[config.mk]
export PLATFORM = sky130hd
export DESIGN_NAME = iss
export DESIGN_NICKNAME = d
export VERILOG_FILES = /design/src/logic/pipeline_pkg.sv /design/src/logic/iss.sv
export SDC_FILE = /design/constraint.sdc
export NUM_CORES = 1
export LEC_CHECK = 0
export BUFFER_PORTS_ARGS = -buffer_cell sky130_fd_sc_hd__buf_4
export CAP_MARGIN = 20
export CORE_AREA = 5 5 123 125
export CTS_CLUSTER_DIAMETER = 150
export CTS_CLUSTER_SIZE = 24
export DETAILED_ROUTE_END_ITERATION = 7
export DIE_AREA = 0 0 128 130
export HOLD_SLACK_MARGIN = 0.08
export SLEW_MARGIN = 20
export SYNTH_ARGS = -nofsm -noshare
export SYNTH_HDL_FRONTEND = slang
export SYNTH_SLANG_ARGS = --single-unit
[constraint.sdc]
create_clock -name clock -period 2.4 [get_ports clock]
set_input_delay 0.48 -clock clock [delete_from_list [all_inputs] [get_ports clock]]
set_output_delay 0.48 -clock clock [all_outputs]
set_load 0.01 [all_outputs]
[src/logic/pipeline_pkg.sv]
package pipeline_pkg;

  localparam int xlen      = 32;
  localparam int rob_depth = 16;
  localparam int iq_depth  = 8;

  // Major opcodes of the integer subset
  localparam logic [6:0] opc_op     = 7'b0110011;
  localparam logic [6:0] opc_op_imm = 7'b0010011;

  typedef logic [4:0]                   reg_addr_t;
  typedef logic [$clog2(rob_depth)-1:0] rob_idx_t;

  typedef enum logic [2:0] {
    alu_add,
    alu_sub,
    alu_and,
    alu_or,
    alu_xor,
    alu_slt
  } alu_op_t;

  typedef struct packed {
    logic            valid;
    logic [xlen-1:0] pc;
    logic [31:0]     inst;
  } fetch_t;

  typedef struct packed {
    logic [xlen-1:0] pc;
    alu_op_t         alu_op;
    reg_addr_t       rs1;
    reg_addr_t       rs2;
    logic            use_imm;
    logic [xlen-1:0] imm;
    reg_addr_t       rd;
    logic            wr;
    rob_idx_t        rob_slot;
  } dec_inst_t;

  typedef struct packed {
    logic            valid;
    alu_op_t         alu_op;
    logic [xlen-1:0] a;
    logic [xlen-1:0] b;
    rob_idx_t        rob_slot;
  } exec_t;

  typedef struct packed {
    logic            valid;
    rob_idx_t        rob_slot;
    logic [xlen-1:0] data;
  } result_t;

  typedef struct packed {
    logic            valid;
    logic [xlen-1:0] pc;
    reg_addr_t       rd;
    logic            wr;
    logic [xlen-1:0] data;
  } retire_t;

endpackage

[src/logic/iss.sv]
module iss
  import pipeline_pkg::*;
(
  input  logic            clock,
  input  logic            rst,
  input  dec_inst_t       head,
  input  logic            empty,
  output logic            pop,
  output rob_idx_t        q_slot,
  output reg_addr_t       q_areg,
  output reg_addr_t       q_breg,
  input  logic            a_present,
  input  logic            a_done,
  input  logic [xlen-1:0] a_val,
  input  logic            b_present,
  input  logic            b_done,
  input  logic [xlen-1:0] b_val,
  output reg_addr_t       rd_addr_a,
  output reg_addr_t       rd_addr_b,
  input  logic [xlen-1:0] rd_data_a,
  input  logic [xlen-1:0] rd_data_b,
  output exec_t           exec
);

  logic            a_ready;
  logic            b_ready;
  logic [xlen-1:0] opnd_a;
  logic [xlen-1:0] opnd_b;

  assign q_slot    = head.rob_slot;
  assign q_areg    = head.rs1;
  assign q_breg    = head.rs2;
  assign rd_addr_a = head.rs1;
  assign rd_addr_b = head.rs2;

  // Pending while an older rob entry still owes the value
  assign a_ready = !a_present || a_done;
  assign b_ready = head.use_imm || !b_present || b_done;
  assign pop     = !empty && a_ready && b_ready;

  always_comb begin
    opnd_a = a_present ? a_val : rd_data_a;
    if (head.use_imm) begin
      opnd_b = head.imm;
    end else if (b_present) begin
      opnd_b = b_val;
    end else begin
      opnd_b = rd_data_b;
    end
  end

  always_ff @(posedge clock) begin
    if (rst) begin
      exec.valid <= 1'b0;
    end else begin
      exec.valid    <= pop;
      exec.alu_op   <= head.alu_op;
      exec.a        <= opnd_a;
      exec.b        <= opnd_b;
      exec.rob_slot <= head.rob_slot;
    end
  end

endmodule

Word-level counts from Yosys, hierarchy flattened
Index checks and enable logic that the tools add are counted.
{ "op_classes": {"mux": 3, "reduce_logical": 8} }
{ "op_table": {"columns": ["op", "count"], "rows": [
  ["2-to-1 mux 32 bit", 3],
  ["zero test 1 bit", 3],
  ["logical OR 1 bit", 3],
  ["logical AND 1 bit", 2]
]} }
{ "totals": {"word_cells": 16, "out_inout_bits": 97, "inputBits": 223, "regBits": 72} }

Depth between registers and ports, before layout
{ "logic_depth": {"depth_word": 4, "mapped_depth": 4, "depth_no_buf": 2} }

Worst setup path before layout
OpenSTA, ideal clock, no wires.
{ "synth_path": {"path_kind": "input -> register", "from": "in rst", "to": "reg exec[0] in the netlist's numbering (enable)", "setup_slack_ps": 118, "n_path_buf": 0, "setup_ps": 425, "required_time_ps": 1975, "t_arrival_ps": 1857, "cell_stages": 1, "cell_sequence": "inv_1"} }
{ "synth_lines": {"columns": ["item", "line", "source"], "rows": [
  ["from (decl)", "iss.sv:5", "input logic rst,"],
  ["to (decl)", "iss.sv:22", "output exec_t exec"]
]} }
No word-level cell between the ends.

Worst setup path after layout
{ "layout_path": {"from": "in a_present", "to": "out pop"} }
{ "layout_between": {"elab_chain_cells": 4} }
{ "layout_rtl": {"columns": ["item", "line", "source"], "rows": [
  ["from (decl)", "iss.sv:12", "input logic a_present,"],
  ["zero test 1 bit", "iss.sv:37", "assign a_ready = !a_present || a_done;"],
  ["logical OR 1 bit", "iss.sv:37", null],
  ["logical AND 1 bit (2 in series)", "iss.sv:39", "assign pop = !empty && a_ready && b_ready;"],
  ["to (decl)", "iss.sv:8", "output logic pop,"]
]} }
No other way between the ends.

==> metrics <==
status finished, final reports clean; Root Buffer clkbuf_16; top cells by area, synth edfxtp_1 (59%), mux2_4 (12%), mux2i_1 (8.9%); Seq/Total Area, Yosys 59.5%; H-Tree Depth 3; HP Start head[54]; Max-slew headroom 59.7%; DRC Markers 0; top_reg_cell synth edfxtp_1; fillers 1305; Syn. warnings 0; Yosys top cell by area edfxtp_1; Hold Path Class in -> reg; Critical Path AT 1.21 ns; leak pwr 2.67 nW; CP Launch Type primary input; first-pass GRT wire length 14600 um; Post-DP HPWL 8410 um; Largest register FFs 72; EDFF count, synth 71; TritonCTS clock tree yes; hold path depth 1; share of layout cells above drive strength 1 64.6%; Crit. End Element output pin; post-CTS setup buffers 0; most flop-heavy register exec; setup TNS 0 ns; syn avg cell area 14.8 um2; Initial Util 26.3%; Die X 128 um; Routed Wire Length 10400 um; IR drop worst, VDD 0.352 mV; initial antenna violation count 0; Site Rows 43; Critical Path RT 1.92 ns; crit-path max FO 14; PortBufs 251; Area growth, synth to finish 59.6%; Hold EP exec[69]; CTS max path bufs 2; nets 696; top flop regs exec (72); Final Cell Area 5770 um2; library cells used by synthesis 18; pin count of the biggest net entering global routing 51; fin crit share 70.3%; Power Dens Cells 635 nW/um2; vias 2750; initial DRC count 103; Tightest Pin Transition 0.605 ns; DIE HEIGHT 130 um; minimum clock period 1.69 ns; total clock sinks 72; Mapped Nets 467; DIE AREA 16600 um2; WL per Instance 15.8 um; final hold vios 0; Ports 320; diodes inserted 0; Post-DRT Antenna Nets 0; Post-Syn Area 3620 um2; f_max 593 MHz; GRT Resource Usage Total 11.7%; Synth Instances 244; Synth top area share 58.9%; Max Slew Vio Count 0; Crit Path Class in -> out; Hold-fix buffers, CTS 0; Num CTS Buffers 9; unrepaired setup endpoints after global routing false; Max-Cap Viols 0; final RePlAce weighted congestion 0.783; total area of sequential cells 2150 um2; core area 13800 um2; via-per-instance ratio 4.18; vias in the first global route 2850; Yosys reg bits 72; CTS clk-pin slew, worst paths 0.06 ns; final setup vio count 0; Remaining Overflow, GRT 0; CTS resizes 0; asr flop ratio synth 0%; Multi-input gate area 1130 um2; top-count cell post-synth edfxtp_1; 1st-pass router iterations 4; list of most frequent post-synthesis cells edfxtp_1 (71), mux2i_1 (32), nand2_1 (32); post-place instance area 5450 um2
final cells by class:
type | instances | share of cell area, %
Sequential cell | 72 | 37.3
Inverter | 1 | 0.0650
Multi-Input combinational cell | 132 | 19.6
Timing Repair Buffer | 257 | 33.6
Clock inverter | 7 | 1.65
Tap cell | 180 | 3.90
Clock buffer | 9 | 3.90
cell usage in the layout, fill, tap and decap left out:
master        n
nor2b_4       1
a2111oi_4     1
clkinv_2      2
nand2_1      32
buf_4       256
edfxtp_1     71
dfxtp_1       1
inv_6         1
clkbuf_16     9
inv_2         1
nor2_2        1
mux2_2        2
clkinvlp_4    1
mux2_4       30
a211oi_1      1
mux2i_1      32
buf_12        1
clkinv_4      1
o21ai_0       3
bufinv_16     2
o21ai_1      29
metal layers:
layer	track usage, %	share of wire [%]	vias up
met5	0	0	-
met4	7.05	3.5	0
met3	3.72	10	36
met2	21.1	53	139
met1	11.7	33	1240
li1	-	-	1335
where the power goes:
part | total, mW | internal (mW) | switching (mW)
Sequential | 1.55 | 1.52 | 0.0304
Clock | 1.42 | 0.910 | 0.506
Combinational | 0.699 | 0.429 | 0.270
worst max-delay path, stage by stage:
cell and delay [ns]:
buf_4 0.19, nor2b_4 0.16, a211oi_1 0.21, buf_4 0.17
kinds of logic after synthesis:
logic type             count (synthesis)  share of synthesized area [%]
buffers and inverters                 40                           9.30
DFF                                   72                           59.5
muxes                                 64                           21.9
and+or+nand+nor                       34                           3.87
AOI/OAI and AO/OA                     34                           5.40
through the flow:
stage | util (%) | power [mW] | cells | hold WS (ns) | setup slack (ns)
2_1_floorplan | - | 1.90 | 244 | 0.544 | 0.118
3_5_place_dp | 39.6 | 2.29 | 642 | 0.660 | 0.648
4_1_cts | 41.9 | 3.74 | 658 | 0.304 | 0.708
5_1_grt | 41.9 | 3.83 | 658 | 0.308 | 0.635
6_report | 41.9 | 3.67 | 658 | 0.325 | 0.713
3_3_place_gp | 39.6 | 2.28 | 642 | 0.659 | 0.666
worst max-delay path by stage:
stage                to  startpoint  slack (ns)  cells after the start
6_report            pop   a_present        0.71                      4
5_1_grt             pop   a_present        0.64                      4
4_1_cts             pop   a_present        0.71                      4
3_5_place_dp   exec[56]   a_present        0.65                      3
3_3_place_gp   exec[48]   a_present        0.67                      3
2_1_floorplan   exec[0]         rst        0.12                      1
Note: power is estimated with default switching activity, not from simulation.
