[config.mk]
export PLATFORM = sky130hd
export DESIGN_NAME = rfile
export DESIGN_NICKNAME = d
export VERILOG_FILES = /design/src/logic/pipeline_pkg.sv /design/src/logic/rfile.sv
export SDC_FILE = /design/constraint.sdc
export NUM_CORES = 2
export LEC_CHECK = 0
export BUFFER_PORTS_ARGS = -buffer_cell sky130_fd_sc_hd__buf_2
export CAP_MARGIN = 20
export CORE_UTILIZATION = 65
export CTS_CLUSTER_SIZE = 25
export DETAILED_ROUTE_END_ITERATION = 8
export HOLD_SLACK_MARGIN = 0.1
export PLACE_DENSITY = 0.83
export SLEW_MARGIN = 40
export SYNTH_ARGS = -nofsm -noshare
export SYNTH_HDL_FRONTEND = slang
export SYNTH_SLANG_ARGS = --single-unit
[constraint.sdc]
create_clock -name clock -period 4.8 [get_ports clock]
set_input_delay 0.96 -clock clock [delete_from_list [all_inputs] [get_ports clock]]
set_output_delay 0.96 -clock clock [all_outputs]
set_load 0.01 [all_outputs]
[src/logic/pipeline_pkg.sv]
package pipeline_pkg;

  localparam int xlen      = 32;
  localparam int rob_depth = 16;
  localparam int iq_depth  = 8;

  // Major opcodes of the integer subset
  localparam logic [6:0] opc_op     = 7'b0110011;
  localparam logic [6:0] opc_op_imm = 7'b0010011;

  typedef logic [4:0]                   reg_addr_t;
  typedef logic [$clog2(rob_depth)-1:0] rob_idx_t;

  typedef enum logic [2:0] {
    alu_add,
    alu_sub,
    alu_and,
    alu_or,
    alu_xor,
    alu_slt
  } alu_op_t;

  typedef struct packed {
    logic            valid;
    logic [xlen-1:0] pc;
    logic [31:0]     inst;
  } fetch_t;

  typedef struct packed {
    logic [xlen-1:0] pc;
    alu_op_t         alu_op;
    reg_addr_t       rs1;
    reg_addr_t       rs2;
    logic            use_imm;
    logic [xlen-1:0] imm;
    reg_addr_t       rd;
    logic            wr;
    rob_idx_t        rob_slot;
  } dec_inst_t;

  typedef struct packed {
    logic            valid;
    alu_op_t         alu_op;
    logic [xlen-1:0] a;
    logic [xlen-1:0] b;
    rob_idx_t        rob_slot;
  } exec_t;

  typedef struct packed {
    logic            valid;
    rob_idx_t        rob_slot;
    logic [xlen-1:0] data;
  } result_t;

  typedef struct packed {
    logic            valid;
    logic [xlen-1:0] pc;
    reg_addr_t       rd;
    logic            wr;
    logic [xlen-1:0] data;
  } retire_t;

endpackage

[src/logic/rfile.sv]
module rfile
  import pipeline_pkg::*;
(
  input  logic            clock,
  input  logic            rst,
  input  reg_addr_t       rd_addr_a,
  input  reg_addr_t       rd_addr_b,
  output logic [xlen-1:0] rd_data_a,
  output logic [xlen-1:0] rd_data_b,
  input  logic            wr,
  input  reg_addr_t       wr_addr,
  input  logic [xlen-1:0] wr_data
);

  logic [xlen-1:0] regs [32];

  // x0 reads as zero
  assign rd_data_a = (rd_addr_a == '0) ? '0 : regs[rd_addr_a];
  assign rd_data_b = (rd_addr_b == '0) ? '0 : regs[rd_addr_b];

  always_ff @(posedge clock) begin
    if (rst) begin
      for (int i = 0; i < 32; i++) begin
        regs[i] <= '0;
      end
    end else if (wr && wr_addr != '0) begin
      regs[wr_addr] <= wr_data;
    end
  end

endmodule

Word level (Yosys, flattened, before mapping)
Memory sizes are Yosys's and may differ from the RTL's.
Cells that the tools add are included.
- mux-type cells: 10
- reduce and logical (&&, ||, !) cells: 5
- operators with widths (kind ; count):
    $mux W32 ; 3
    $reduce_or A32 Y1 ; 1
    $logic_not A5 Y1 ; 2
    $mux W1 ; 6
    $mux W5 ; 1
    $reduce_bool A5 Y1 ; 1
    $logic_and A1 B1 Y1 ; 1
- register bits after elaboration: 0
- RAM bits: 1024
- input port bits: 50
- output and inout bits: 64
- word-level logic and storage cells: 16
- memories: 1
- memory list (name ; words ; width ; read ports ; clocked after memory_dff ; wr ports ; line ; RTL):
    regs ; 32 ; 32 ; 2 ; 0 ; 32 ; rfile.sv:15 ; logic [xlen-1:0] regs [32];

Depth between registers and ports, before layout
- depth after elaboration: 7
- mapped depth: 9
- depth with buffers taken out: 4

Least setup slack after synthesis
No wires, ideal clock.
- kind: in2out
- from: input rd_addr_b[0]
- to: output rd_data_b[10]
- arrival: 2.630 ns
- required time: 3.840 ns
- path slack: 1.210 ns
- stages on the path: 7
- buffers on the path: 4
- path through: clkbuf_1 -> buf_6 -> buf_6 -> buf_6 -> mux4_2 -> a2111oi_0 -> nor3_1
- word-level cells in the longest chain between the ends: 2
- elaborated cells on any way between the ends: 3
- classes of those cells: mux (1); reduce/logical (1); memory (1)
- RTL lines (item ; line ; RTL):
    start, declared ; rfile.sv:7 ; input reg_addr_t rd_addr_b,
    $mem_v2 Z32 W32 / $logic_not A5 Y1 (equally long branches) ; n/a ;
    $mux W32 * ; rfile.sv:19 ; assign rd_data_b = (rd_addr_b == '0) ? '0 : regs[rd_addr_b];
    end, declared ; rfile.sv:9 ; output logic [xlen-1:0] rd_data_b,
Mark *: on every way between the ends. The rest lies on a longest branch, timed or not.

Final worst setup path
- from: input rd_addr_b[0]
- to: output rd_data_b[1]
Same word-level chain as after synthesis.

==> flow_metrics.tcl <==
set metrics [dict create \
    outcome "finished clean" \
    drv_slew 0 \
    leakage_uw 0.0210 \
    clock-sinks 1024 \
    start_kind "input port" \
    path_cells "buf_8 -> buf_12 -> mux4_2 -> a22o_1 -> a2111oi_0 -> buf_4 -> nor3_1 -> buf_2" \
    rows 105 \
    cts_tree "built" \
    coreArea_mm2 0.0824 \
    largest_reg_flops 1024 \
    synthSimpleGateAreaFrac_pct 13.3 \
    setup_tns_ns 0 \
    arrival_ns 3.66 \
    cts_inserted_buffers 103 \
    fp.dieW_um 291 \
    synth_area_mm2 0.0542 \
    fp.dieH_um 291 \
    rsz0062_at_grt "no" \
    nets 3611 \
    synth_xor_area_share_pct 0 \
    drv_cap 0 \
    worstHoldStart "wr_data[3]" \
    drc 0 \
    vias_per_cell 7.60 \
    fillers 4783 \
    synth_compound_area_share_pct 3.65 \
    worst_pin_slew_ns 1.00 \
    finalHoldViolations 0 \
    multi_input_area_mm2 0.0220 \
    post-cts-setup-buffers 0 \
    max_stage_delay_ns 0.77 \
    cts_resized 0 \
    cts_root_buffer "clkbuf_16" \
    irDropWorstVdd_uv 325 \
    finalCriticalPeriod_ns 4.62 \
    synth_top_family_by_area "multiplexers" \
    synth_edf_count 1024 \
    holdBufCountCts 0 \
    largest_register "regs" \
    cp_data_required_time_ns 3.84 \
    dr.pass1.iters 9 \
    register_area_mm2 0.0307 \
    hold_depth 2 \
    finish.utilization_pct 72.9 \
    dp_slack_ns 0.246 \
    fmaxAchievable_mhz 216 \
    grt_pass1_wl_um 246000 \
    synth_mux_area_share_pct 23.0 \
    synth_top_area_cell "edfxtp_1" \
    place_congestion 0.942 \
    slowest_stage "a2111oi_0" \
    ys.flop_type "edfxtp_1" \
    async_reset_ff_share_pct 0 \
    drt_iter0_markers 5777 \
    initial_core_util_pct 65.8 \
    final_common_cell "edfxtp_1" \
    port_buffers 113 \
    die_area_mm2 0.0846 \
    holdPathEnd "regs[10][3]$_SDFFCE_PN0P_" \
    setup_ws_ns 0.176 \
    synthToLayoutAreaGrowth_pct 10.7 \
    drive_gt1_share_pct 28.7 \
    drt-total-wl_um 172000 \
    worstHoldPathType "input port to flip-flop" \
    htree_levels 3 \
    path_max_fanout 32 \
    vias 35900 \
    clk_pin_slew_ns 0.06 \
    netlist_instances 3502 \
    ioPinCount 114 \
    relSlewSlack_pct 33.1 \
    synth_adder_area_share_pct 0 \
    synth.area.top_cells "edfxtp_1 (57%), mux4_2 (20%), and2_1 (11%)" \
    path_buf_inv 4 \
    hpwl_um 104000 \
    grt_pass1_vias 36600 \
    synth_sequential_area_ratio_pct 56.7 \
    crit_type "input port to primary output" \
    synth_area_per_cell_um2 15.5 \
    cts_buffer_depth 3 \
    grt_max_degree 58 \
    grt_overflow 0 \
    wl_per_cell_um 36.4 \
    end_kind "primary output" \
    synth_top_area_share_pct 56.7 \
    track_usage_pct 40.8 \
    crit_start "rd_addr_b[0]" \
    layout_common_cells "edfxtp_1 (1024), and2_1 (994), mux4_2 (472)" \
    ys_types 42 \
    setup_violations 0 \
    antenna_found_initial 16 \
    yosysWarnings 0 \
    final.period_utilization_pct 96.3 \
    ant_nets 0 \
    ys_seq_elements 1024 \
    power_density_mw_per_mm2 361 \
    top_regs "regs x1024" \
    crit_family "compound AO/OA/AOI/OAI gates" \
]
area by class of cell:
type | instances | area share (%)
well taps | 1070 | 2.23
multi-input cells | 2120 | 36.6
diodes | 5 | 0.0208
flip-flops and latches | 1024 | 51.2
clock buffers | 120 | 4.51
repair buffers | 310 | 4.13
clock inverters | 69 | 1.23
inverters | 2 | 0.0125
through the flow:
| stage | cells | power [uW] | hold WS (ns) | area [um^2] |
|---|---|---|---|---|
| floorplan | 3533 | 12300 | 1.16 | 54300 |
| global placement | 4526 | 13200 | 1.58 | 56500 |
| detailed placement | 4526 | 13300 | 1.59 | 56500 |
| CTS | 4715 | 21500 | 0.887 | 60000 |
| global route | 4716 | 22000 | 0.923 | 60000 |
| finish | 4720 | 21600 | 0.916 | 60000 |
how the worst max path moves through the flow:
stage	cells after the start	slack, ns	end
finish	8	0.18	rd_data_b[1]
global route	8	0.14	rd_data_b[1]
CTS	8	0.24	rd_data_b[1]
detailed placement	8	0.25	rd_data_b[1]
global placement	7	0.20	rd_data_b[23]
floorplan	7	1.21	rd_data_b[10]
cell usage after synthesis (2+ instances only):
master,number
a32o_1,4
a221oi_1,4
edfxtp_1,1024
inv_1,2
or3_1,2
nand3_1,5
and3_1,3
o22ai_1,103
a22o_1,51
nor2b_1,14
buf_4,31
or3b_2,4
a211oi_1,7
mux2i_1,150
nand4bb_1,2
mux2_2,30
or2_2,33
nor2_1,36
nor4b_1,2
a22oi_1,16
a2111oi_1,41
mux4_2,472
nand3b_1,5
buf_1,18
nand2b_1,5
a2111oi_0,14
buf_6,22
clkbuf_1,272
nor3_1,54
o21ai_0,4
a21oi_1,12
and2_1,995
buf_2,44
nand2_1,7
nor4_1,6
a221o_1,2
power breakdown:
group	internal (uW)	total [uW]	switching (uW)	leakage [uW]
Sequential	10300	10600	293	0.00975
Clock	4870	8360	3490	0.00171
Combinational	1140	2650	1510	0.00951
Total	16400	21600	5300	0.0210
routing by layer:
metal | global-route usage (%) | routed length (um) | vias to the layer above
met3 | 12.6 | 25700 | 812
li1 | - | - | 13700
met5 | 0.964 | 315 | -
met1 | 50.9 | 54000 | 17800
met2 | 62.2 | 78300 | 3567
met4 | 27.0 | 13300 | 20
cell families (layout without fill, tap and decap cells):
logic type / Yosys count / in the layout
DFF: 1024 / 1024
muxes: 652 / 652
other: 1 / 37
AOI/OAI and AO/OA: 259 / 259
buffers and inverters: 389 / 501
and+or+nand+nor: 1177 / 1177
Power figures use the tool's default switching activity.
