**src/logic/pipeline_pkg.sv**
```systemverilog
package pipeline_pkg;

  localparam int xlen      = 32;
  localparam int rob_depth = 16;
  localparam int iq_depth  = 8;

  // Major opcodes of the integer subset
  localparam logic [6:0] opc_op     = 7'b0110011;
  localparam logic [6:0] opc_op_imm = 7'b0010011;

  typedef logic [4:0]                   reg_addr_t;
  typedef logic [$clog2(rob_depth)-1:0] rob_idx_t;

  typedef enum logic [2:0] {
    alu_add,
    alu_sub,
    alu_and,
    alu_or,
    alu_xor,
    alu_slt
  } alu_op_t;

  typedef struct packed {
    logic            valid;
    logic [xlen-1:0] pc;
    logic [31:0]     inst;
  } fetch_t;

  typedef struct packed {
    logic [xlen-1:0] pc;
    alu_op_t         alu_op;
    reg_addr_t       rs1;
    reg_addr_t       rs2;
    logic            use_imm;
    logic [xlen-1:0] imm;
    reg_addr_t       rd;
    logic            wr;
    rob_idx_t        rob_slot;
  } dec_inst_t;

  typedef struct packed {
    logic            valid;
    alu_op_t         alu_op;
    logic [xlen-1:0] a;
    logic [xlen-1:0] b;
    rob_idx_t        rob_slot;
  } exec_t;

  typedef struct packed {
    logic            valid;
    rob_idx_t        rob_slot;
    logic [xlen-1:0] data;
  } result_t;

  typedef struct packed {
    logic            valid;
    logic [xlen-1:0] pc;
    reg_addr_t       rd;
    logic            wr;
    logic [xlen-1:0] data;
  } retire_t;

endpackage

```
**src/logic/rob.sv**
```systemverilog
module rob
  import pipeline_pkg::*;
(
  input  logic            clock,
  input  logic            rst,
  input  logic            reserve,
  input  reg_addr_t       reserve_rd,
  input  logic            reserve_wr,
  input  logic [xlen-1:0] reserve_pc,
  output rob_idx_t        tail,
  output logic            full,
  input  rob_idx_t        q_slot,
  input  reg_addr_t       q_areg,
  input  reg_addr_t       q_breg,
  output logic            a_present,
  output logic            a_done,
  output logic [xlen-1:0] a_val,
  output logic            b_present,
  output logic            b_done,
  output logic [xlen-1:0] b_val,
  input  result_t         result,
  output logic            rf_wr,
  output reg_addr_t       rf_wr_addr,
  output logic [xlen-1:0] rf_wr_data,
  output retire_t         retire
);

  typedef logic [$clog2(rob_depth):0] cnt_t;

  typedef struct packed {
    logic            present;
    logic            done;
    logic [xlen-1:0] val;
  } lookup_t;

  reg_addr_t       ent_rd   [rob_depth];
  logic            ent_wr   [rob_depth];
  logic [xlen-1:0] ent_pc   [rob_depth];
  logic [xlen-1:0] ent_data [rob_depth];
  logic            ent_done [rob_depth];

  rob_idx_t head;
  cnt_t     count;
  logic     retire_en;
  lookup_t  hit_a;
  lookup_t  hit_b;

  // Youngest writer of r among entries older than q_slot
  function automatic lookup_t lookup(reg_addr_t r);
    lookup_t  hit;
    rob_idx_t idx;
    rob_idx_t age;
    hit = '0;
    age = q_slot - head;
    for (int i = 0; i < rob_depth; i++) begin
      idx = head + rob_idx_t'(i);
      if (i < age && ent_wr[idx] && ent_rd[idx] == r) begin
        hit.present = 1'b1;
        hit.done    = ent_done[idx];
        hit.val     = ent_data[idx];
      end
    end
    return hit;
  endfunction

  always_comb begin
    hit_a = lookup(q_areg);
    hit_b = lookup(q_breg);
  end

  assign a_present = hit_a.present;
  assign a_done    = hit_a.done;
  assign a_val     = hit_a.val;
  assign b_present = hit_b.present;
  assign b_done    = hit_b.done;
  assign b_val     = hit_b.val;

  assign full       = (count == cnt_t'(rob_depth));
  assign retire_en  = (count != '0) && ent_done[head];
  assign rf_wr      = retire_en && ent_wr[head];
  assign rf_wr_addr = ent_rd[head];
  assign rf_wr_data = ent_data[head];

  always_ff @(posedge clock) begin
    if (reserve) begin
      ent_rd[tail] <= reserve_rd;
      ent_wr[tail] <= reserve_wr;
      ent_pc[tail] <= reserve_pc;
    end
    if (result.valid) begin
      ent_data[result.rob_slot] <= result.data;
    end
  end

  always_ff @(posedge clock) begin
    if (rst) begin
      head         <= '0;
      tail         <= '0;
      count        <= '0;
      retire.valid <= 1'b0;
      for (int i = 0; i < rob_depth; i++) begin
        ent_done[i] <= 1'b0;
      end
    end else begin
      if (reserve) begin
        tail           <= tail + 1'b1;
        ent_done[tail] <= 1'b0;
      end
      if (result.valid) begin
        ent_done[result.rob_slot] <= 1'b1;
      end
      if (retire_en) begin
        head <= head + 1'b1;
      end
      case ({reserve, retire_en})
        2'b10:   count <= count + 1'b1;
        2'b01:   count <= count - 1'b1;
        default: count <= count;
      endcase
      // Retire port shows data only for register writes
      retire.valid <= retire_en;
      retire.pc    <= ent_pc[head];
      retire.rd    <= ent_rd[head];
      retire.wr    <= ent_wr[head];
      retire.data  <= ent_wr[head] ? ent_data[head] : '0;
    end
  end

endmodule

```
**config.mk**
```make
export PLATFORM = sky130hd
export DESIGN_NAME = rob
export DESIGN_NICKNAME = d
export VERILOG_FILES = /design/src/logic/pipeline_pkg.sv /design/src/logic/rob.sv
export SDC_FILE = /design/constraint.sdc
export NUM_CORES = 2
export LEC_CHECK = 0
export BUFFER_PORTS_ARGS = -buffer_cell sky130_fd_sc_hd__buf_2
export CAP_MARGIN = 40
export CORE_MARGIN = 5
export CORE_UTILIZATION = 25
export CTS_BUF_LIST = sky130_fd_sc_hd__clkbuf_2
export DETAILED_ROUTE_END_ITERATION = 8
export PLACE_DENSITY_LB_ADDON = 0.25
export SYNTH_ARGS = -nofsm -noshare
export SYNTH_HDL_FRONTEND = slang
export SYNTH_SLANG_ARGS = --single-unit
```
**constraint.sdc**
```tcl
create_clock -name clock -period 6.33 [get_ports clock]
set_input_delay 0.3165 -clock clock [delete_from_list [all_inputs] [get_ports clock]]
set_output_delay 0.3165 -clock clock [all_outputs]
set_load 0.03 [all_outputs]
```
---- Word-level counts from Yosys, hierarchy flattened ----
Memory sizes are Yosys's and may differ from the RTL's. A register that Yosys moved wholly into a read port is not among the register bits.
Index checks and enable logic that the tools add are counted.
Widths: inputs -> output; s select.
storage, ports and cells
  flip-flop bits (word level) ............. 52
  input port bits ......................... 92
  memory bits (writable) .................. 1136
  logic and storage cells ................. 185
  memories ................................ 5
memories
  name      depth  bits a word  rd ports  clocked after Yosys merged registers in  wr ports  RTL line   text
  ent_data  16     32           15        1                                        1         rob.sv:39  logic [xlen-1:0] ent_data [rob_depth];
  ent_pc    16     32           1         1                                        1         rob.sv:38  logic [xlen-1:0] ent_pc [rob_depth];
  ent_rd    16     5            15        1                                        1         rob.sv:36  reg_addr_t ent_rd [rob_depth];
  ent_done  16     1            15        1                                        16        rob.sv:40  logic ent_done [rob_depth];
  ent_wr    16     1            15        1                                        1         rob.sv:37  logic ent_wr [rob_depth];
operators by class
  equal/unequal tests ..................... 33
  multiplexer cells ....................... 55
  reduce and logical (&&, ||, !) cells .... 52
  $lt $le $gt $ge ......................... 15
  add/subtract/negate cells ............... 18
operator list
  kind                 number
  $mux 34              30
  $eq 5x5->1           30
  $logic_and 1x1->1    47
  $mux 4               10
  $add 4x4->4 const B  7
  $lt 4x4->1 const A   7
  $add 4x3->4 const B  4
  $lt 3x4->1 const A   4
  $mux 1               14
  $pmux 5 s2           1
  $add 4x1->4 const B  2
  $add 4x2->4 const B  2
  $lt 1x4->1 const A   2
  $lt 2x4->1 const A   2
  $add 5x1->5 const B  1
  $eq 5x5->1 const B   1
  $reduce_bool 5->1    1
  $sub 5x1->5 const B  1
  $sub 4x4->4          1
  $eq 2x1->1 const B   1
  $eq 2x2->1 const B   1
  $reduce_bool 2->1    1
  $reduce_or 1->1      2
  $logic_not 1->1      1

---- Longest topological paths before layout ----
  word-level depth ........................ 19
  gate-level depth with buffers ........... 24

---- Least setup slack after synthesis ----
No wires, ideal clock.
  kind .................................... register to output
  start ................................... register head[2]
  end ..................................... output port a_val[4]
  setup slack ............................. 0.073 ns
  path buffers ............................ 8
  stages on the path, launching flop included .. 20
  required time ........................... 6.013 ns
  data arrival time ....................... 5.940 ns
  cell sequence ........................... dfxtp_1 buf_2 inv_2 buf_1 clkbuf_1 buf_1 clkbuf_1 ha_1 clkbuf_1 mux4_2 mux4_2 xor2_1 nor3_1 and2_0 clkbuf_1 buf_2 nor3_1 a211oi_1 nor3_1 a211oi_1
on the way
  cells in the longest elaborated chain, start to end .. 19
  elaborated cells between the ends (all ways) .. 92
ends and longest elaborated chain
  item                                                                   RTL line    text
  start, declared                                                        rob.sv:42   rob_idx_t head;
  start signal, assigned                                                 rob.sv:113  head <= head + 1'b1;
  parallel branches: the longest is 18 deep, another holds $mem_v2 16x5  n/a
  $mux 34 *                                                              rob.sv:57   if (i < age && ent_wr[idx] && ent_rd[idx] == r) begin
  end, declared                                                          rob.sv:17   output logic [xlen-1:0] a_val,
Every way passes the cells marked *.

---- Final worst setup path ----
  start ................................... register head[1]
  end ..................................... output port a_val[18]
The elaborated chain is that of the path after synthesis.

==> flow_metrics.tcl <==
set metrics [dict create \
    io-pin-count 274 \
    clock-sinks 1224 \
    critPathRequiredTime_ns 6.01 \
    power.leakage_nw 35.2 \
    port_buffers 273 \
    antenna_found_initial 63 \
    yosys.area.top_type "edfxtp_1" \
    yosysSeqAreaShare_pct 42.7 \
    status "finished, violations left" \
    dp_hpwl_um 280000 \
    cts-root-buf "clkbuf_2" \
    syn_inst 6518 \
    crit_fanout 50 \
    ir_drop_mv 0.141 \
    core_um2 340000 \
    wl_per_cell_um 35.1 \
    hold_violations 0 \
    worst_setup_path_start_kind "flop" \
    yosysMostFrequentCell "edfxtp_1" \
    route.met2.wl_um 190000 \
    ys_seq_elements 1224 \
    finClkSkew_ns 0.321 \
    syn_area_per_cell_um2 13.1 \
    failed_checks "negative setup slack" \
    r2r_setup_slack_ns 1.89 \
    die_x_um 594 \
    synthDistinctLibCells 94 \
    criticalPathCategory "flop to primary output" \
    dr_wl_met3_um 46000 \
    crit_chain "buf_12 > mux2i_1 > mux4_2 > mux2i_4 > xor2_1 > nor4_4 > buf_4 > nand2_1 > nand2_2 > buf_4 > a2111oi_1 > o41ai_2 > a21oi_2 > buf_6" \
    fmax_mhz 156 \
    worstSetupEndpointType "primary output" \
    drv_slew 0 \
    clkTransAtPathRegs_ns 0.11 \
    synthAdderAreaFrac_pct 0.311 \
    holdPathEnd "ent_rd[1][4]" \
    tightest_slew_ns 1.05 \
    power_mw 17.5 \
    areaGrowthSynthToFinish_pct 25.7 \
    wl_um 428000 \
    p_per_area_nw_per_um2 163 \
    synthesis.nets 6630 \
    synth_flop_cell "edfxtp_1" \
    wirelength_met1_um 164000 \
    min_path_type "primary input to flop" \
    synth_compound_area_share_pct 8.88 \
    first_global_vias 69798 \
    grt_first_pass_wirelength_um 580000 \
    rr_worst_depth 16 \
    layout_min_cycle_time_ns 6.42 \
    grt_overflow_total 0 \
    drt-pass1-iter-count 8 \
    synth_top_family_by_area "multiplexers" \
    place_congestion 1.01 \
    fin_ws_ns -0.0856 \
    synth_xor_area_share_pct 1.90 \
    htreeDepth 5 \
    detail-route-antenna-nets 0 \
    synth_edf_count 1190 \
    ys_top_cells_by_count "1190 x edfxtp_1, 1098 x mux4_2, 834 x nand2_1" \
    cp_slowest_cell "mux4_2" \
    async_flop_share_pct 0 \
    fp.dieArea_um2 353000 \
    cpMostUsedCell "buf_4" \
    synth_top_area_share_pct 41.9 \
    synthMuxAreaShare_pct 33.8 \
    drv_cap 0 \
    top_layer_used "met5" \
    cts_buffers 339 \
    rsz0062_at_grt "yes" \
    crit_arrival_ns 6.10 \
    yosys.area_share.simple_pct 9.04 \
    final_core_util_pct 31.5 \
    final_layout_size_suffix_gt1_share_pct 40.5 \
    drt-vias-per-instance 5.96 \
    setup_viol 17 \
    grt_max_degree 73 \
    cts_tree "built" \
    hold_path_startpoint "reserve_rd[4]" \
    synthTopCellsByArea "edfxtp_1 42%, mux4_2 29%, nand2_1 3.7%" \
    hold_slack_ns 0.296 \
    grt_usage_pct 23.2 \
    clockBufferDepth 4 \
    fp.dieH_um 594 \
    cpPeakStageDelay_ns 0.64 \
    min_path_cells 3 \
    drt_iter0_markers 10047 \
    vias 72709 \
    yosys_warnings 0 \
    start_util_pct 25.1 \
    clock_latency_ns 1.94 \
    period_share_pct 101 \
    maxSlewHeadroom_pct 29.2 \
    rows 214 \
    nets 7507 \
    netlist_area_um2 85200 \
    r2r-end "count[4]" \
    remaining_drc_errors 0 \
]
==> critical path: cells and delay by family (launching register included) <==
kind	cells	cell delay (ns)
compound gates	3	0.91
xor+xnor	1	0.29
buf+inv	4	0.94
flops	1	0.41
mux	3	1.15
simple gates	3	0.71
==> where the power goes <==
group	total (mW)	switching [mW]	leakage (nW)	internal, mW
Clock	6.08	3.66	2.31	2.42
Sequential	9.16	0.120	11.1	9.04
Combinational	2.22	1.36	21.7	0.858
==> timing repair <==
item	4_1_cts	5_1_grt
gates resized for setup	807	174
endpoints found under the setup margin	68	68
gates cloned	35	7
pin swaps	186	97
buffers inserted	209	55
endpoints found under the hold margin	2320	0
hold buffers	223	0
==> sequential cells by signal (all words and copies together), names as in the netlist, 5 cells and up, named ones only <==
register	flops
ent_pc	512
ent_done	16
ent_rd	80
retire	71
count	5
ent_wr	16
ent_data	512
==> through the flow <==
stage          instances  TNS (ns)  cell area [um2]  setup WS [ns]
5_1_grt            12189    -13.05           107000         -0.335
3_3_place_gp       11020         0            92700          0.160
2_1_floorplan       6518         0            85200         0.0730
4_1_cts            12120    -10.93           106000         -0.326
6_report           12207    -0.674           107000        -0.0856
3_5_place_dp       11072         0            93900          0.161
==> logic make-up after synthesis <==
| group | count (synthesis) |
|---|---|
| buffers and inverters | 677 |
| muxes | 1493 |
| DFF | 1224 |
| AOI/OAI and AO/OA | 1198 |
| adders and majority gates | 20 |
| xor gates and xnor gates | 179 |
| and+or+nand+nor | 1727 |
==> final cells by class <==
cell class / instances / area [um2]
antenna: 32 / 80.1
fill: 33874 / 233000
sequential: 1224 / 36400
clock inverter: 129 / 875
multi-input combinational: 4619 / 49000
tap: 4536 / 5680
timing repair buffer: 1141 / 12400
clock buffer: 456 / 2280
inverter: 70 / 292
==> placed cells by master, fill, tap and decap left out, drive strengths merged, types with 120 or more instances in the layout <==
cell,synthesis,layout
edfxtp,1190,1190
mux4,1098,1098
buf,284,892
nand2,835,835
clkbuf,323,464
o21ai,397,397
nor2,332,332
mux2i,295,295
a21oi,273,273
dlygate4sd3,0,222
nor3,132,132
nand3,128,128
xnor2,120,120
==> worst max path at each step <==
stage	endpoint	from	depth (start not counted)
detailed placement	a_val[30]	head[3]	14
finish	a_val[18]	head[1]	14
global route	a_val[18]	head[1]	14
CTS	a_val[11]	head[0]	16
floorplan	a_val[4]	head[2]	19
global placement	a_val[30]	head[3]	14
==> per-layer routing <==
layer,vias up,global-route usage [%]
li1,28552,-
met1,37680,29.5
met2,5121,35.5
met3,1320,6.71
met4,36,12.6
met5,-,0
(Power assumes the default switching activity.)
