<file path="src/logic/pipeline_pkg.sv">
package pipeline_pkg;

  localparam int xlen      = 32;
  localparam int rob_depth = 16;
  localparam int iq_depth  = 8;

  // Major opcodes of the integer subset
  localparam logic [6:0] opc_op     = 7'b0110011;
  localparam logic [6:0] opc_op_imm = 7'b0010011;

  typedef logic [4:0]                   reg_addr_t;
  typedef logic [$clog2(rob_depth)-1:0] rob_idx_t;

  typedef enum logic [2:0] {
    alu_add,
    alu_sub,
    alu_and,
    alu_or,
    alu_xor,
    alu_slt
  } alu_op_t;

  typedef struct packed {
    logic            valid;
    logic [xlen-1:0] pc;
    logic [31:0]     inst;
  } fetch_t;

  typedef struct packed {
    logic [xlen-1:0] pc;
    alu_op_t         alu_op;
    reg_addr_t       rs1;
    reg_addr_t       rs2;
    logic            use_imm;
    logic [xlen-1:0] imm;
    reg_addr_t       rd;
    logic            wr;
    rob_idx_t        rob_slot;
  } dec_inst_t;

  typedef struct packed {
    logic            valid;
    alu_op_t         alu_op;
    logic [xlen-1:0] a;
    logic [xlen-1:0] b;
    rob_idx_t        rob_slot;
  } exec_t;

  typedef struct packed {
    logic            valid;
    rob_idx_t        rob_slot;
    logic [xlen-1:0] data;
  } result_t;

  typedef struct packed {
    logic            valid;
    logic [xlen-1:0] pc;
    reg_addr_t       rd;
    logic            wr;
    logic [xlen-1:0] data;
  } retire_t;

endpackage

</file>
<file path="src/logic/circ_buf.sv">
module circ_buf
  import pipeline_pkg::*;
(
  input  logic      clock,
  input  logic      rst,
  input  logic      push,
  input  dec_inst_t push_inst,
  input  logic      pop,
  output dec_inst_t head,
  output logic      empty,
  output logic      full
);

  typedef logic [$clog2(iq_depth)-1:0] ptr_t;
  typedef logic [$clog2(iq_depth):0]   cnt_t;

  dec_inst_t ring [iq_depth];
  ptr_t      hd_ptr;
  ptr_t      tl_ptr;
  cnt_t      used;

  assign head  = ring[hd_ptr];
  assign empty = (used == '0);
  assign full  = (used == cnt_t'(iq_depth));

  always_ff @(posedge clock) begin
    if (push) begin
      ring[tl_ptr] <= push_inst;
    end
  end

  // Depth is a power of two so the pointers wrap on their own
  always_ff @(posedge clock) begin
    if (rst) begin
      hd_ptr <= '0;
      tl_ptr <= '0;
      used   <= '0;
    end else begin
      if (push) begin
        tl_ptr <= tl_ptr + 1'b1;
      end
      if (pop) begin
        hd_ptr <= hd_ptr + 1'b1;
      end
      case ({push, pop})
        2'b10:   used <= used + 1'b1;
        2'b01:   used <= used - 1'b1;
        default: used <= used;
      endcase
    end
  end

endmodule

</file>
<file path="config.mk">
export PLATFORM = sky130hd
export DESIGN_NAME = circ_buf
export DESIGN_NICKNAME = d
export VERILOG_FILES = /design/src/logic/pipeline_pkg.sv /design/src/logic/circ_buf.sv
export SDC_FILE = /design/constraint.sdc
export NUM_CORES = 1
export LEC_CHECK = 0
export BUFFER_PORTS_ARGS = -buffer_cell sky130_fd_sc_hd__buf_2
export CELL_PAD_IN_SITES_DETAIL_PLACEMENT = 1
export CELL_PAD_IN_SITES_GLOBAL_PLACEMENT = 1
export CORE_MARGIN = 5
export CORE_UTILIZATION = 50
export CTS_BUF_LIST = sky130_fd_sc_hd__clkbuf_16
export CTS_CLUSTER_DIAMETER = 60
export DETAILED_ROUTE_END_ITERATION = 10
export GPL_ROUTABILITY_DRIVEN = 1
export GPL_TIMING_DRIVEN = 1
export PLACE_DENSITY = 0.78
export SKIP_CTS_REPAIR_TIMING = 1
export SLEW_MARGIN = 20
export SYNTH_ARGS = -nofsm -noshare
export SYNTH_HDL_FRONTEND = slang
export SYNTH_SLANG_ARGS = --single-unit
</file>
<file path="constraint.sdc">
create_clock -name clock -period 12.4 [get_ports clock]
set_input_delay 0.62 -clock clock [delete_from_list [all_inputs] [get_ports clock]]
set_output_delay 0.62 -clock clock [all_outputs]
set_load 0.05 [all_outputs]
</file>
After elaboration in Yosys (flattened, before gate mapping)
Memories as Yosys holds them, arrays and structs flattened. A register that Yosys moved wholly into a read port is not among the register bits.
Cells that the tools add are included.
{"block": "word_totals", "ff_bits": 10, "word_cells": 18, "mem_count": 1, "out_inout_bits": 90, "mem_bits_rw": 704, "inputBits": 92}
{"block": "op_classes", "mux": 5, "n_eq_ne": 3, "n_reduce_logical": 2, "n_addsub": 4}
{"name": "ring", "words": 8, "word_bits": 88, "rd": 1, "rd_ports_with_merged_regs": 1, "wr": 1, "line": "circ_buf.sv:17", "rtl": "dec_inst_t ring [iq_depth];"}
{"operator": "one-hot mux 4 bit (2 select lines)", "count": 1}
{"operator": "adder 3 x 1 -> 3 bit, second input constant", "count": 2}
{"operator": "two-way mux 3 bit", "count": 2}
{"operator": "adder 4 x 1 -> 4 bit, second input constant", "count": 1}
{"operator": "equality test 4 bit, second input constant", "count": 1}
{"operator": "zero test 4 bit", "count": 1}
{"operator": "subtractor 4 x 1 -> 4 bit, second input constant", "count": 1}
{"operator": "equality test 2 x 1 -> 1 bit, second input constant", "count": 1}
{"operator": "equality test 2 bit, second input constant", "count": 1}
{"operator": "two-way mux 1 bit", "count": 2}
{"operator": "nonzero test 2 bit", "count": 1}

Logic depth before layout (Yosys ltp)
Gate-level depths: netlist of run 1.
{"block": "depth", "depth_word": 3, "ltp_mapped": 8, "depth_no_buf": 8}

Least setup slack after synthesis of run 1
Ideal clock, no wire load.
{"block": "synth_path", "path_type": "input port to flip-flop", "start": "input push", "end": "memory ring[0][0] (netlist bit) (enable)", "n_path_buf": 0, "arrival_ps": 6690, "setup_time_ps": 643, "required_time_ps": 11757, "path_slack_ps": 5067, "path_stages": 2, "cell_sequence": "nand2b_1 -> nor3_1"}
{"block": "synth_via", "elab_chain_cells": 2}
{"item": "start, declared", "line": "circ_buf.sv:6", "rtl": "input logic push,"}
{"item": "two-way mux 1 bit", "line": "circ_buf.sv:27", "rtl": "if (push) begin"}
{"item": "two-way mux 1 bit (implied by the code)", "line": "circ_buf.sv:28", "rtl": "ring[tl_ptr] <= push_inst;"}
{"item": "end, declared", "line": "circ_buf.sv:17"}
No other way between the ends.

==> impl_metrics.toml, run 1 <==
[cts]
cts_made_buffers = 73
cts.sinks = 717
root_buffer = "clkbuf_16"
clk_pin_slew_ns = 0.06
htreeDepth = 3
cts_tree = "built"
clock_latency_ns = 0.59
cts_buffer_depth = 3

[worst_setup_path]
rr_worst_depth = 3
crit_path_end_kind = "output pin"
crit_cells = 5
crit_chain = "buf_4 -> buf_4 -> mux4_2 -> mux2_2 -> buf_2"
crit_buf_inv = 3
critPathTopFamily = "buffers and inverters"
critPathSlowestCell = "buf_4"
worstSetupPathType = "reg -> out"
path_common_cell = "buf_4"
crit_fanout = 50
slowest_delay_ns = 0.89
crit_required_ns = 11.78
start_kind = "flop"
cp.arrival_ns = 4.33

[pwr]
power.leakage_nw = 9.940
p_per_area_nw_per_um2 = 172.7
max-vdd-ir-drop_mv = 0.1321
finalPower_mw = 5.358

[global_route]
track_usage = 0.1920
grt_pass1_vias = 13367
grt_first_pass_wirelength_mm = 85.77
grt_overflow = 0
grt_max_degree = 71
antenna_found_initial = 9

[placed_design]
port_buffers = 181
dp_hpwl_mm = 30.74
gp_congestion = 0.6869
postPlaceCellArea_um2 = 28720
post-place-ws_ns = 7.875

[outcome]
status = "complete, no violations"

[sta]
finalSetupTns_ns = 0
setup_violations = 0
fmax_mhz = 202.2
hold_violations = 0
post-route-period-util = 0.3989
period_needed_ns = 4.947
slew_viol_final = 0
rsz0062_at_grt = "no"
worst_slew_pin_slew_ns = 1.043
fin_skew_ns = 0.02461
relSlewSlack = 0.3046
layout_setup_ws_ns = 7.453

[cells_and_area]
fin_nets = 1412
utilization = 0.5775
seqCellArea_um2 = 21410
fillCellCount = 4427
multi_input_area_um2 = 5364
mostFrequentLayoutCells = "edfxtp_1 (704), buf_2 (181), mux4_2 (176)"
area_growth_pct = 14.69
final_area_um2 = 31020
layout_commonest_cell = "edfxtp_1"
drive_gt1_frac = 0.4178

[route]
drt_iter0_markers = 825
viasPerCell = 5.796
wl_per_cell_um = 27.07
ant_nets = 0
vias = 11987
drc_errors = 0
wl_mm = 55.99
first_pass_iters = 5

[die]
die_y_um = 242.6
rows = 85
io_pins = 182
die_x_um = 242.6
core_um2 = 53710
die_area_um2 = 58840
initial_core_util = 0.5036

[synthesis]
yosys_warnings = 0
yosysUniqueCellTypes = 25
synth_area_um2 = 27050
ys_seq_area_frac = 0.7913
netlist_instances = 1089
ys_ff_latch = 717
syn_avg_cell_area_um2 = 24.84
mappedNetlistNets = 1186

[min_path]
min_path_cells = 1
min_path_type = "in -> reg"

[job]
maxCapViolations = 0
-- logic make-up (layout without fill, tap and decap cells) --
kind of cell / count (synthesis) / count (layout) / synth area share
compound gates: 6 / 6 / 0.001388
xor+xnor: 6 / 6 / 0.001943
fa+ha+maj: 5 / 5 / 0.002313
buf+inv: 54 / 334 / 0.01244
flops: 717 / 717 / 0.7913
mux: 269 / 269 / 0.1851
other cells: 0 / 3 / 0
simple gates: 32 / 32 / 0.005505
-- worst reg2reg max path, delay by kind of cell (launching register included) --
kind / cells / cell delay [ns]
buffers and inverters: 1 / 0.68
AND/OR/NAND/NOR: 2 / 0.58
flip-flops: 1 / 0.34
-- power breakdown --
part           switching [mW]  internal [mW]  leakage, nW
Sequential             0.0284           2.72         6.50
Clock                   0.862           1.21         1.16
Combinational           0.348          0.196         2.28
-- path summary, 6_finish.rpt --
check	to	slack, ns	start
hold reg to reg	tl_ptr[0]	0.51	tl_ptr[0]
setup reg to reg	ring[0][54]	10.38	tl_ptr[0]
hold / removal	ring[2][8]	0.30	push_inst[8]
setup / recovery	head[35]	7.45	flop
-- sequential cells by signal, indices dropped and copies added, names as in the netlist, named ones only --
| register | count |
|---|---|
| used | 4 |
| ring | 704 |
| tl_ptr | 3 |
| hd_ptr | 3 |
-- cells in the mapped netlist (all sizes together) --
cell type  count  area share
edfxtp       704        0.78
mux4         176        0.15
mux2          90       0.037
buf           38       0.010
clkbuf        15      0.0021
nor2          15      0.0021
dfxtp         13      0.0096
nand2          6     0.00083
ha             5      0.0023
xor2           5      0.0016
a21oi          3     0.00055
mux2i          3      0.0011
nand2b         3     0.00069
nor3           3     0.00055
nor4b          2     0.00065
a41oi          1     0.00032
inv            1     0.00014
nor2b          1     0.00023
nor4           1     0.00023
o21ai          1     0.00018
o41ai          1     0.00032
or3            1     0.00023
xnor2          1     0.00032
-- stage by stage --
stage               hold WS (ns)  instances
finish                    0.2976       2068
global route              0.2790       2066
CTS                       0.2558       2064
detailed placement        0.5117       1935
global placement          0.4752       1935
floorplan                 0.4618       1089
-- routing by layer --
metal	track usage	wire length [um]	share of wire
met1	0.2626	23140	0.41
met2	0.3238	28880	0.52
met3	0.03762	2859	0.051
met4	0.04907	1026	0.018
met5	0	82	0.0015
-- area by class of cell --
class                           count  area share
Sequential cell                   717      0.6903
Multi-Input combinational cell    318      0.1729
Clock buffer                       76     0.06131
Timing Repair Buffer              204     0.03542
Tap cell                          696     0.02807
Clock inverter                     53     0.01162
Antenna cell                        3   0.0002420
Inverter                            1   0.0001210
Power figures use the tool's default switching activity.
==> run 2, diff against run 1 <==
==> constraint.sdc (replaced) <==
create_clock -name clock -period 5 [get_ports clock]
set_input_delay 0.25 -clock clock [delete_from_list [all_inputs] [get_ports clock]]
set_output_delay 0.25 -clock clock [all_outputs]
set_load 0.05 [all_outputs]
==> impl_metrics.toml, run 2 (synthesis results as in run 1) <==
[outcome]
status = "complete, no violations"

[sta]
fin_skew_ns = 0.01384
finalSetupTns_ns = 0
hold_violations = 0
rsz0062_at_grt = "no"
fmax_mhz = 289.8
relSlewSlack = 0.2953
setup_violations = 0
post-route-period-util = 0.6901
worst_slew_pin_slew_ns = 1.057
period_needed_ns = 3.450
layout_setup_ws_ns = 1.550
slew_viol_final = 0

[die]
io_pins = 182
die_area_um2 = 58840
core_um2 = 53710
rows = 85
initial_core_util = 0.5036
die_x_um = 242.6
die_y_um = 242.6

[cts]
clk_pin_slew_ns = 0.06
cts_made_buffers = 75
root_buffer = "clkbuf_16"
htreeDepth = 3
cts_tree = "built"
cts_buffer_depth = 3
clock_latency_ns = 0.61
cts.sinks = 717

[cells_and_area]
area_growth_pct = 18.61
largest_reg_flops = 704
fin_cells = 2162
layout_commonest_cell = "edfxtp_1"
fillCellCount = 4415
top_register = "ring"
fin_nets = 1506
mostFrequentLayoutCells = "edfxtp_1 (704), buf_2 (181), mux4_2 (176)"
utilization = 0.5973
largest_registers = "ring: 704 flops, used: 4 flops"
drive_gt1_frac = 0.3986

[global_route]
antenna_found_initial = 1
grt_overflow = 0
grt_max_degree = 89
grt_pass1_vias = 13808
track_usage = 0.2004
grt_first_pass_wirelength_mm = 88.82

[route]
wl_mm = 59.79
wl_per_cell_um = 27.65
first_pass_iters = 5
ant_nets = 0
drc_errors = 0
drt_iter0_markers = 913
vias = 12448
viasPerCell = 5.758

[worst_setup_path]
crit_fanout = 45
crit_required_ns = 4.75
crit_end = "head[44]"
r2r-end = "ring[0][71]"
cp.arrival_ns = 3.20
crit_path_end_kind = "output pin"
worstSetupPathType = "reg -> out"
r2r_setup_slack_ns = 2.47
reg2reg_from = "tl_ptr[0]"
start_kind = "flop"
rr_worst_depth = 3

[placed_design]
gp_congestion = 0.7217
dp_hpwl_mm = 32.08
place_inst = 1939
port_buffers = 181
post-place-ws_ns = 2.147

[job]
maxCapViolations = 0

[pwr]
max-vdd-ir-drop_mv = 0.2825
finalPower_mw = 13.47
p_per_area_nw_per_um2 = 419.9
power.leakage_nw = 10.39

[min_path]
min_path_type = "in -> reg"
-- run 2: worst min-delay path by stage --
stage	startpoint	end	slack (ns)	cells after the start
3_5_place_dp	tl_ptr[0]	tl_ptr[0]	0.50	2
2_1_floorplan	push_inst[0]	ring[0][0]	0.35	0
6_report	push	tl_ptr[1]	0.008	3
5_1_grt	pop	flop	0.03	3
4_1_cts	push_inst[75]	ring[4][75]	-0.14	1
3_3_place_gp	tl_ptr[0]	tl_ptr[0]	0.48	2
-- run 2: per-layer routing --
metal  GRT usage  vias up  routed length, um
li1            -     5305                  -
met1      0.2615     6707              24010
met2      0.3451      354              31820
met3     0.04037       82               2638
met4     0.06192        0               1309
met5           0        -                  0
-- run 2: per-stage QoR --
| step | instance area [um2] | hold slack [ns] |
|---|---|---|
| 2_1_floorplan | 27060 | 0.3489 |
| 6_report | 32080 | 0.007791 |
| 3_5_place_dp | 28880 | 0.4989 |
| 3_3_place_gp | 28880 | 0.4805 |
| 4_1_cts | 31180 | -0.1399 |
| 5_1_grt | 32080 | 0.03292 |
-- run 2: final cells by class --
type	instances	area, um2	share of cell area
sequential	717	21410	0.6675
multi-input combinational	318	5376	0.1676
timing repair buffer	296	2105	0.06561
clock buffer	78	1952	0.06085
tap	696	870.8	0.02715
clock inverter	55	356.6	0.01112
inverter	1	3.754	0.0001170
antenna	1	2.502	0.00007801
-- run 2: power breakdown --
| part | switching, mW | leakage, nW | total, mW | internal, mW |
|---|---|---|---|---|
| sequential | 0.0873 | 6.50 | 6.82 | 6.73 |
| clock | 2.24 | 1.21 | 5.23 | 2.98 |
| combinational | 0.881 | 2.68 | 1.42 | 0.540 |
| total | 3.21 | 10.4 | 13.5 | 10.3 |
-- run 2: worst max-delay path: stages (launching register included) --
cell and delay (ns):
dfxtp_4 0.99, buf_4 0.48, mux4_2 0.57, mux2_2 0.29
buf_2 0.23
